File: src/uartPkg.sv
/*
 * UART shared definitions
 * frame constants, oversampling divisor, FIFO sizing, status bit
 * positions and the state and command encodings
 */
package uartPkg;

	////////////////////////////////////////////////////////////////////
	// frame format: 8N1, lsb first
	////////////////////////////////////////////////////////////////////
	localparam int dataBits    = 8;		// data bits per frame
	localparam int sbTick      = 16;	// ticks in one stop bit
	localparam int ticksPerBit = 16;	// 16x oversampling
	localparam int midStart    = 7;		// tick count at middle of start bit
	localparam int tickDiv     = 4;		// clocks per oversampling tick, 64 clocks per bit

	// counter widths derived from the above
	localparam int divCntLen  = $clog2(tickDiv);
	localparam int tickCntLen = $clog2(ticksPerBit);
	localparam int bitCntLen  = $clog2(dataBits);

	////////////////////////////////////////////////////////////////////
	// fifo sizing
	////////////////////////////////////////////////////////////////////
	localparam int fifoAddrLen = 4;
	localparam int fifoDepth   = 16;	// 2**fifoAddrLen

	// status byte layout, bits 7..4 read as zero
	localparam int statRxAvail = 0;		// rx fifo not empty
	localparam int statTxFull  = 1;		// tx fifo full
	localparam int statTxIdle  = 2;		// tx fifo empty and transmitter idle
	localparam int statOverrun = 3;		// byte lost since last status read

	typedef logic [divCntLen-1:0]   divCnt_t;
	typedef logic [tickCntLen-1:0]  tickCnt_t;
	typedef logic [bitCntLen-1:0]   bitCnt_t;
	typedef logic [fifoAddrLen-1:0] fifoPtr_t;
	typedef logic [fifoAddrLen:0]   fifoCnt_t;	// one extra bit to tell full from empty

	typedef enum logic [1:0] {rxStIdle, rxStStart, rxStData, rxStStop} rxState_t;
	typedef enum logic [1:0] {txStIdle, txStStart, txStData, txStStop} txState_t;

	// processor side commands, one cycle each
	typedef enum logic [1:0] {cmdNone, cmdRead, cmdWrite, cmdStatus} uartCmd_t;

endpackage

File: src/baudTickGen.sv
/*
 * Oversampling tick generator
 * free-running divider, one-cycle sTick every tickDiv clocks,
 * shared by the receiver and the transmitter
 */
`timescale 1ns/1ns

module baudTickGen
(
	input  logic clk,
	input  logic reset,
	output logic sTick
);

	uartPkg::divCnt_t divCnt;	// 0 .. tickDiv-1

	always_ff @(posedge clk or posedge reset)
	begin
		if (reset)
		begin
			divCnt <= '0;
		end
		else if (sTick)
		begin
			divCnt <= '0;	// wrap
		end
		else
		begin
			divCnt <= divCnt + 1'b1;
		end
	end

	// tick on the last count before the wrap
	assign sTick = (divCnt == uartPkg::divCnt_t'(uartPkg::tickDiv - 1));

endmodule

File: src/uartFifo.sv
/*
 * Synchronous byte FIFO, 16 deep
 * head is read combinationally, pop advances it at the edge;
 * write when full and read when empty are ignored
 */
`timescale 1ns/1ns

module uartFifo
(
	input  logic       clk,
	input  logic       reset,
	input  logic       wr,
	input  logic [7:0] wrData,
	input  logic       rd,
	output logic [7:0] rdData,
	output logic       empty,
	output logic       full
);

	logic [7:0] mem [uartPkg::fifoDepth];
	uartPkg::fifoPtr_t wrPtr, rdPtr;
	uartPkg::fifoCnt_t count;	// occupancy
	logic doWr, doRd;

	assign doWr = wr && !full;
	assign doRd = rd && !empty;

	always_ff @(posedge clk or posedge reset)
	begin
		if (reset)
		begin
			wrPtr <= '0;
			rdPtr <= '0;
			count <= '0;
		end
		else
		begin
			if (doWr)
				wrPtr <= wrPtr + 1'b1;	// wraps at depth
			if (doRd)
				rdPtr <= rdPtr + 1'b1;
			if (doWr && !doRd)
				count <= count + 1'b1;
			else if (doRd && !doWr)
				count <= count - 1'b1;
		end
	end

	// storage
	always_ff @(posedge clk)
	begin
		if (doWr)
			mem[wrPtr] <= wrData;
	end

	assign rdData = mem[rdPtr];
	assign empty  = (count == '0);
	assign full   = (count == uartPkg::fifoCnt_t'(uartPkg::fifoDepth));

endmodule

File: src/uartPeripheral.sv
/*
 * UART peripheral top
 * decodes processor commands into FIFO strobes, feeds the transmitter
 * from the tx FIFO, keeps the sticky overrun flag, registers read data
 */
`timescale 1ns/1ns

module uartPeripheral
(
	input  logic              clk,
	input  logic              reset,
	input  uartPkg::uartCmd_t cmd,
	input  logic [7:0]        wrData,
	output logic [7:0]        rdData,
	input  logic              rx,
	output logic              tx
);

	logic sTick;
	logic rxDoneTick;
	logic [7:0] rxByte, rxHead, txHead;
	logic rxEmpty, rxFull, txEmpty, txFull;
	logic txStart, txIdle;
	logic overrun;
	logic [7:0] statusByte;

	////////////////////////////////////////////////////////////////////
	// datapath blocks
	////////////////////////////////////////////////////////////////////
	baudTickGen i_baudTickGen (.clk, .reset, .sTick);

	uartRec i_uartRec (.clk, .reset, .sTick, .rx, .rxDoneTick, .dOut(rxByte));

	uartFifo rxFifo
	(
		.clk, .reset,
		.wr(rxDoneTick), .wrData(rxByte),	// dropped when full
		.rd(cmd == uartPkg::cmdRead), .rdData(rxHead),
		.empty(rxEmpty), .full(rxFull)
	);

	uartFifo txFifo
	(
		.clk, .reset,
		.wr(cmd == uartPkg::cmdWrite), .wrData,
		.rd(txStart), .rdData(txHead),	// pop on the same cycle the byte is latched
		.empty(txEmpty), .full(txFull)
	);

	// kick the transmitter whenever it is free and a byte waits
	assign txStart = txIdle && !txEmpty;

	uartTrans i_uartTrans (.clk, .reset, .sTick, .txStart, .txData(txHead), .tx, .txIdle);

	////////////////////////////////////////////////////////////////////
	// status and read data
	////////////////////////////////////////////////////////////////////
	always_comb
	begin
		statusByte = '0;	// upper bits read as zero
		statusByte[uartPkg::statRxAvail] = !rxEmpty;
		statusByte[uartPkg::statTxFull]  = txFull;
		statusByte[uartPkg::statTxIdle]  = txEmpty && txIdle;
		statusByte[uartPkg::statOverrun] = overrun;
	end

	always_ff @(posedge clk or posedge reset)
	begin
		if (reset)
		begin
			overrun <= 1'b0;
			rdData  <= '0;
		end
		else
		begin
			// new loss wins over clear-on-read in the same cycle
			if (rxDoneTick && rxFull)
				overrun <= 1'b1;
			else if (cmd == uartPkg::cmdStatus)
				overrun <= 1'b0;
			case (cmd)
				uartPkg::cmdRead:   rdData <= rxHead;
				uartPkg::cmdStatus: rdData <= statusByte;	// still shows the old flag
				default:            rdData <= rdData;	// hold until next read
			endcase
		end
	end

endmodule

File: src/uartRec.sv
/*
 * UART receiver, 16x oversampling
 * samples each bit at its middle, lsb first, rejects a start bit
 * that is high again at mid-start, pulses rxDoneTick after the stop bit
 */
`timescale 1ns/1ns

module uartRec
(
	input  logic                          clk,
	input  logic                          reset,
	input  logic                          sTick,
	input  logic                          rx,
	output logic                          rxDoneTick,
	output logic [uartPkg::dataBits-1:0]  dOut
);

	uartPkg::rxState_t stateReg, stateNext;
	uartPkg::tickCnt_t sReg, sNext;		// oversampling tick count within a bit
	uartPkg::bitCnt_t  nReg, nNext;		// data bit index
	logic [uartPkg::dataBits-1:0] bReg, bNext;	// shift register, fills from the top

	////////////////////////////////////////////////////////////////////
	// state registers
	////////////////////////////////////////////////////////////////////
	always_ff @(posedge clk or posedge reset)
	begin
		if (reset)
		begin
			stateReg <= uartPkg::rxStIdle;
			sReg     <= '0;
			nReg     <= '0;
		end
		else
		begin
			stateReg <= stateNext;
			sReg     <= sNext;
			nReg     <= nNext;
		end
	end

	always_ff @(posedge clk)
	begin
		bReg <= bNext;	// payload only
	end

	////////////////////////////////////////////////////////////////////
	// next state logic
	////////////////////////////////////////////////////////////////////
	always_comb
	begin
		stateNext  = stateReg;
		sNext      = sReg;
		nNext      = nReg;
		bNext      = bReg;
		rxDoneTick = 1'b0;
		case (stateReg)
			uartPkg::rxStIdle:
				if (!rx)
				begin
					stateNext = uartPkg::rxStStart;	// first low sample
					sNext     = '0;
				end
			uartPkg::rxStStart:
				if (sTick)
				begin
					if (sReg == uartPkg::tickCnt_t'(uartPkg::midStart))
					begin
						// mid start bit, still low means a real frame
						stateNext = rx ? uartPkg::rxStIdle : uartPkg::rxStData;
						sNext     = '0;
						nNext     = '0;
					end
					else
						sNext = sReg + 1'b1;
				end
			uartPkg::rxStData:
				if (sTick)
				begin
					if (sReg == uartPkg::tickCnt_t'(uartPkg::ticksPerBit - 1))
					begin
						sNext = '0;
						bNext = {rx, bReg[uartPkg::dataBits-1:1]};	// lsb first
						if (nReg == uartPkg::bitCnt_t'(uartPkg::dataBits - 1))
							stateNext = uartPkg::rxStStop;
						else
							nNext = nReg + 1'b1;
					end
					else
						sNext = sReg + 1'b1;
				end
			uartPkg::rxStStop:
				if (sTick)
				begin
					if (sReg == uartPkg::tickCnt_t'(uartPkg::sbTick - 1))
					begin
						stateNext  = uartPkg::rxStIdle;
						rxDoneTick = 1'b1;	// byte complete
					end
					else
						sNext = sReg + 1'b1;
				end
			default:
				stateNext = uartPkg::rxStIdle;
		endcase
	end

	assign dOut = bReg;

endmodule

File: src/uartTrans.sv
/*
 * UART transmitter
 * latches a byte on txStart and sends start, 8 data bits lsb first
 * and one stop bit, 16 ticks per bit; line idles high
 */
`timescale 1ns/1ns

module uartTrans
(
	input  logic                          clk,
	input  logic                          reset,
	input  logic                          sTick,
	input  logic                          txStart,
	input  logic [uartPkg::dataBits-1:0]  txData,
	output logic                          tx,
	output logic                          txIdle
);

	uartPkg::txState_t stateReg, stateNext;
	uartPkg::tickCnt_t sReg, sNext;
	uartPkg::bitCnt_t  nReg, nNext;
	logic [uartPkg::dataBits-1:0] bReg, bNext;	// shifts out from bit 0
	logic txReg, txNext;	// registered line, no glitches on tx

	////////////////////////////////////////////////////////////////////
	// state registers
	////////////////////////////////////////////////////////////////////
	always_ff @(posedge clk or posedge reset)
	begin
		if (reset)
		begin
			stateReg <= uartPkg::txStIdle;
			sReg     <= '0;
			nReg     <= '0;
			txReg    <= 1'b1;	// line idle
		end
		else
		begin
			stateReg <= stateNext;
			sReg     <= sNext;
			nReg     <= nNext;
			txReg    <= txNext;
		end
	end

	always_ff @(posedge clk)
	begin
		bReg <= bNext;
	end

	////////////////////////////////////////////////////////////////////
	// next state logic
	////////////////////////////////////////////////////////////////////
	always_comb
	begin
		stateNext = stateReg;
		sNext     = sReg;
		nNext     = nReg;
		bNext     = bReg;
		txNext    = txReg;
		case (stateReg)
			uartPkg::txStIdle:
			begin
				txNext = 1'b1;
				if (txStart)
				begin
					stateNext = uartPkg::txStStart;
					sNext     = '0;
					bNext     = txData;	// latch head byte
					txNext    = 1'b0;	// start bit from next cycle
				end
			end
			uartPkg::txStStart:
			begin
				txNext = 1'b0;
				if (sTick)
				begin
					if (sReg == uartPkg::tickCnt_t'(uartPkg::ticksPerBit - 1))
					begin
						stateNext = uartPkg::txStData;
						sNext     = '0;
						nNext     = '0;
						txNext    = bReg[0];	// first data bit
					end
					else
						sNext = sReg + 1'b1;
				end
			end
			uartPkg::txStData:
			begin
				txNext = bReg[0];
				if (sTick)
				begin
					if (sReg == uartPkg::tickCnt_t'(uartPkg::ticksPerBit - 1))
					begin
						sNext = '0;
						bNext = bReg >> 1;
						if (nReg == uartPkg::bitCnt_t'(uartPkg::dataBits - 1))
						begin
							stateNext = uartPkg::txStStop;
							txNext    = 1'b1;
						end
						else
						begin
							nNext  = nReg + 1'b1;
							txNext = bReg[1];	// next bit
						end
					end
					else
						sNext = sReg + 1'b1;
				end
			end
			uartPkg::txStStop:
			begin
				txNext = 1'b1;
				if (sTick)
				begin
					if (sReg == uartPkg::tickCnt_t'(uartPkg::sbTick - 1))
						stateNext = uartPkg::txStIdle;	// stop bit done
					else
						sNext = sReg + 1'b1;
				end
			end
			default:
				stateNext = uartPkg::txStIdle;
		endcase
	end

	assign tx     = txReg;
	assign txIdle = (stateReg == uartPkg::txStIdle);

endmodule
File: config.mk
export PLATFORM = sky130hd
export DESIGN_NAME = uartPeripheral
export DESIGN_NICKNAME = d
export VERILOG_FILES = /design/src/uartPkg.sv /design/src/baudTickGen.sv /design/src/uartFifo.sv /design/src/uartPeripheral.sv /design/src/uartRec.sv /design/src/uartTrans.sv
export SDC_FILE = /design/constraint.sdc
export NUM_CORES = 1
export LEC_CHECK = 0
export ABC_AREA = 1
export BUFFER_PORTS_ARGS = -buffer_cell sky130_fd_sc_hd__buf_2
export CORE_MARGIN = 2
export CORE_UTILIZATION = 65
export DETAILED_ROUTE_END_ITERATION = 16
export GPL_TIMING_DRIVEN = 0
export PLACE_DENSITY = 0.83
export SLEW_MARGIN = 10
export SYNTH_ARGS = -nofsm -noshare
export SYNTH_HDL_FRONTEND = slang
export SYNTH_HIERARCHICAL = 1
export SYNTH_SLANG_ARGS = --single-unit
File: constraint.sdc
create_clock -name clk -period 5.7 [get_ports clk]
set_input_delay 0.855 -clock clk [delete_from_list [all_inputs] [get_ports clk]]
set_output_delay 0.855 -clock clk [all_outputs]
set_load 0.05 [all_outputs]
==> impl_metrics.csv <==
group,metric,value,unit
power_and_ir_drop,switching_power,2.03,mW
logic_synthesis,syn_avg_cell_area,9.77,µm²
critical_path,r2r_slack,2740,ps
logic_synthesis,synth_ff_type,"edfxtp_1",
cts,clock_latency,520,ps
sta,setup_viol,0,
sta,hold_viol_final,0,
logic_synthesis,syn_inst,1518,
critical_path,required,6090,ps
cts,cts_setup_buffers,0,
sta,rsz0062_at_grt,"no",
sta,finalWorstSetupSlack,2740,ps
final_layout,fill_cells,1444,
critical_path,reg2reg_to,"rxFifo/count[4]$_DFFE_PP0P_",
critical_path,crit_path_end_kind,"flop",
sta,relSlewSlack,44.9,%
critical_path,path_max_fanout,8,
final_layout,ff_latch_area,9570,µm²
floorplanning,std_cell_rows,55,
final_layout,instances_no_fill,1885,
detailed_routing,ant_nets,0,
logic_synthesis,synth_common_cells,"nand2_1, edfxtp_1, inv_1",
power_and_ir_drop,combPwrFrac,22.8,%
critical_path,crit_type,"flop to flop",
floorplanning,die_h,155,µm
logic_synthesis,ys_seq_area_share,64.5,%
grt,grt_usage,26.9,%
power_and_ir_drop,p_clk_share,33.6,%
detailed_routing,vias,10400,
sta,max_freq,0.337,GHz
run,drv_cap,0,
logic_synthesis,synth_top_area_share,55.1,%
final_layout,multi_input_comb_area,4350,µm²
placed_design,gp_congestion,0.973,
logic_synthesis,synthArstFlopShare,17.1,%
logic_synthesis,synth_top_cell_by_area,"edfxtp_1",
sta,period_minus_slack,2960,ps
sta,slew_violations,0,
floorplanning,start_util,65.9,%
critical_path,setup.worst_path.end,"rxFifo/count[4]$_DFFE_PP0P_",
detailed_routing,via_per_inst,5.51,
floorplanning,fp.dieArea,24000,µm²
logic_synthesis,ys_top_cells_by_area,"edfxtp_1, nand2_1, dfrtp_1",
power_and_ir_drop,seqPwrFrac,43.6,%
cts,cts.path.max_buffers,3,
cts,cts_sinks,328,
power_and_ir_drop,internal_power,4.49,mW
final_layout,drive_above_1_share,8.75,%
logic_synthesis,yosysMostFrequentCell,"nand2_1",
detailed_routing,drt_iter0_drc,1171,
critical_path,r2r_cells,14,
sta,tns,0,ps
logic_synthesis,yosysUniqueCellTypes,34,
cts,htreeDepth,2,
critical_path,start_kind,"flop",
cts,clkSlewWorstSetupHoldPaths,60,ps
logic_synthesis,synth_edf_count,272,
critical_path,startpoint,"i_baudTickGen/divCnt[0]$_DFF_PP0_",
sta,worst_pin_slew,826,ps
cts,clockRootBuffer,"clkbuf_16",
power_and_ir_drop,irDropWorstVdd,0.000238,V
grt,grt_max_degree,18,
logic_synthesis,synth-seq-cells,328,
grt,grt_pass1_wl,49900,µm
power_and_ir_drop,p_sw_share,31.2,%
final_layout,utilization,73.0,%
cts,cts_resized,0,
floorplanning,die_width,155,µm
detailed_routing,drt_first_pass_iters,5,
final_layout,syn2layout_area_growth,10.8,%
detailed_routing,drc_errors,0,
grt,grt_overflow,0,
status,status,"completed",
cts,cts_tree,"yes",
final_layout,antenna_cells,0,
critical_path,cp_data_arrival_time,3360,ps
placed_design,numPortBuffers,20,
sta,period_share,52.0,%
placed_design,dpl.hpwl,21100,µm
cts,cts_buffers,35,
critical_path,r2r_start,"i_baudTickGen/divCnt[0]$_DFF_PP0_",
floorplanning,io_pins,22,
power_and_ir_drop,powerDensity,397,nW/µm²
logic_synthesis,yosysWarnings,6,
grt,grt_pass1_vias,10000,
logic_synthesis,syn_area,14800,µm²
grt,antenna_found_initial,0,
logic_synthesis,syn_nets,1563,
detailed_routing,wire_per_inst,16.9,µm
detailed_routing,wl,31800,µm
sta,clock_skew,29.5,ps
placed_design,pre_cts_ws,2790,ps
power_and_ir_drop,p_leak,7.26,nW
cts,hold_buffers,0,
final_layout,fin_nets,1621,
placed_design,dp.cells,1824,
floorplanning,core,22500,µm²
hold_path,hp-class,"input pin to asynchronous set/reset pin",
[critical path, cell delays in order, from the launching register on]
cell	delay [ps]
dfrtp_1	350
ha_1	340
inv_1	130
nor3_1	290
nand2_1	240
inv_1	240
ha_1	200
inv_1	120
fa_1	460
nand2_1	130
nand3_1	100
nand3_1	80
nand2_1	50
nand2_1	60
nand2_1	60
[metal layers]
metal  wire [µm]  GRT usage (%)  vias to the layer above
li1            -              -                     5000
met1       13000           37.3                     4813
met2       14900           43.0                      487
met3        2860           4.09                       84
met4        1110           11.5                        0
met5           0              0                        -
[how the worst min path moves through the flow]
stage	to	slack, ps
2_1_floorplan	i_baudTickGen/divCnt[0]$_DFF_PP0_	400
3_3_place_gp	i_baudTickGen/divCnt[0]$_DFF_PP0_	410
3_5_place_dp	i_baudTickGen/divCnt[0]$_DFF_PP0_	420
4_1_cts	i_baudTickGen/divCnt[1]$_DFF_PP0_	250
5_1_grt	i_baudTickGen/divCnt[1]$_DFF_PP0_	270
6_report	i_baudTickGen/divCnt[0]$_DFF_PP0_	270
[sequential cells by signal, indices dropped and copies added, names as in the netlist, 5 cells and up, named ones only]
| register | cells |
|---|---|
| rxFifo/mem | 128 |
| rxFifo/count | 5 |
| rdData | 8 |
| txFifo/mem | 128 |
| i_uartRec/dOut | 8 |
| txFifo/count | 5 |
| i_uartTrans/bReg | 8 |
[power by group through the flow]
stage	clock network, mW	registers (mW)	logic, mW
after detailed placement	0	2.89	1.45
after floorplan	0	2.96	0.974
after CTS	2.22	2.84	1.47
after global routing	2.30	2.86	1.65
final	2.19	2.84	1.49
after global placement	0	2.88	1.39
[cells by family (layout without fill, tap and decap cells)]
| group | Yosys count | in the layout | share of synthesized area, % |
|---|---|---|---|
| AOI/OAI and AO/OA | 31 | 31 | 1.14 |
| xor gates and xnor gates | 17 | 17 | 1.00 |
| adders and majority gates | 32 | 32 | 2.80 |
| buffers and inverters | 219 | 301 | 6.14 |
| DFF | 328 | 328 | 64.5 |
| and+or+nand+nor | 891 | 891 | 24.4 |
[final cells by class]
| cell class | count | share of cell area (%) |
|---|---|---|
| clock inverters | 14 | 0.869 |
| repair buffers | 21 | 0.655 |
| flip-flops and latches | 328 | 58.3 |
| well taps | 285 | 2.17 |
| inverters | 173 | 3.98 |
| plain buffers | 46 | 1.56 |
| clock buffers | 47 | 5.99 |
| multi-input cells | 971 | 26.5 |
[placed cells by master, fill, tap and decap left out, drive strengths merged, types with 2 or more instances in the layout]
master  instances
nand2         582
edfxtp        272
inv           174
nor2          162
nand3         137
buf            60
dfrtp          55
clkbuf         54
ha             30
o21ai          25
xor2           11
clkinv         11
nand4           7
xnor2           6
a21oi           5
bufinv          2
fa              2
[per-stage QoR]
stage | hold WS, ps | power, mW | area [µm²]
CTS | 249 | 6.53 | 16400
global placement | 414 | 4.27 | 15300
floorplan | 403 | 3.93 | 14800
detailed placement | 424 | 4.33 | 15300
finish | 271 | 6.52 | 16400
global route | 270 | 6.81 | 16400
Note: power is estimated with default switching activity, not from simulation.
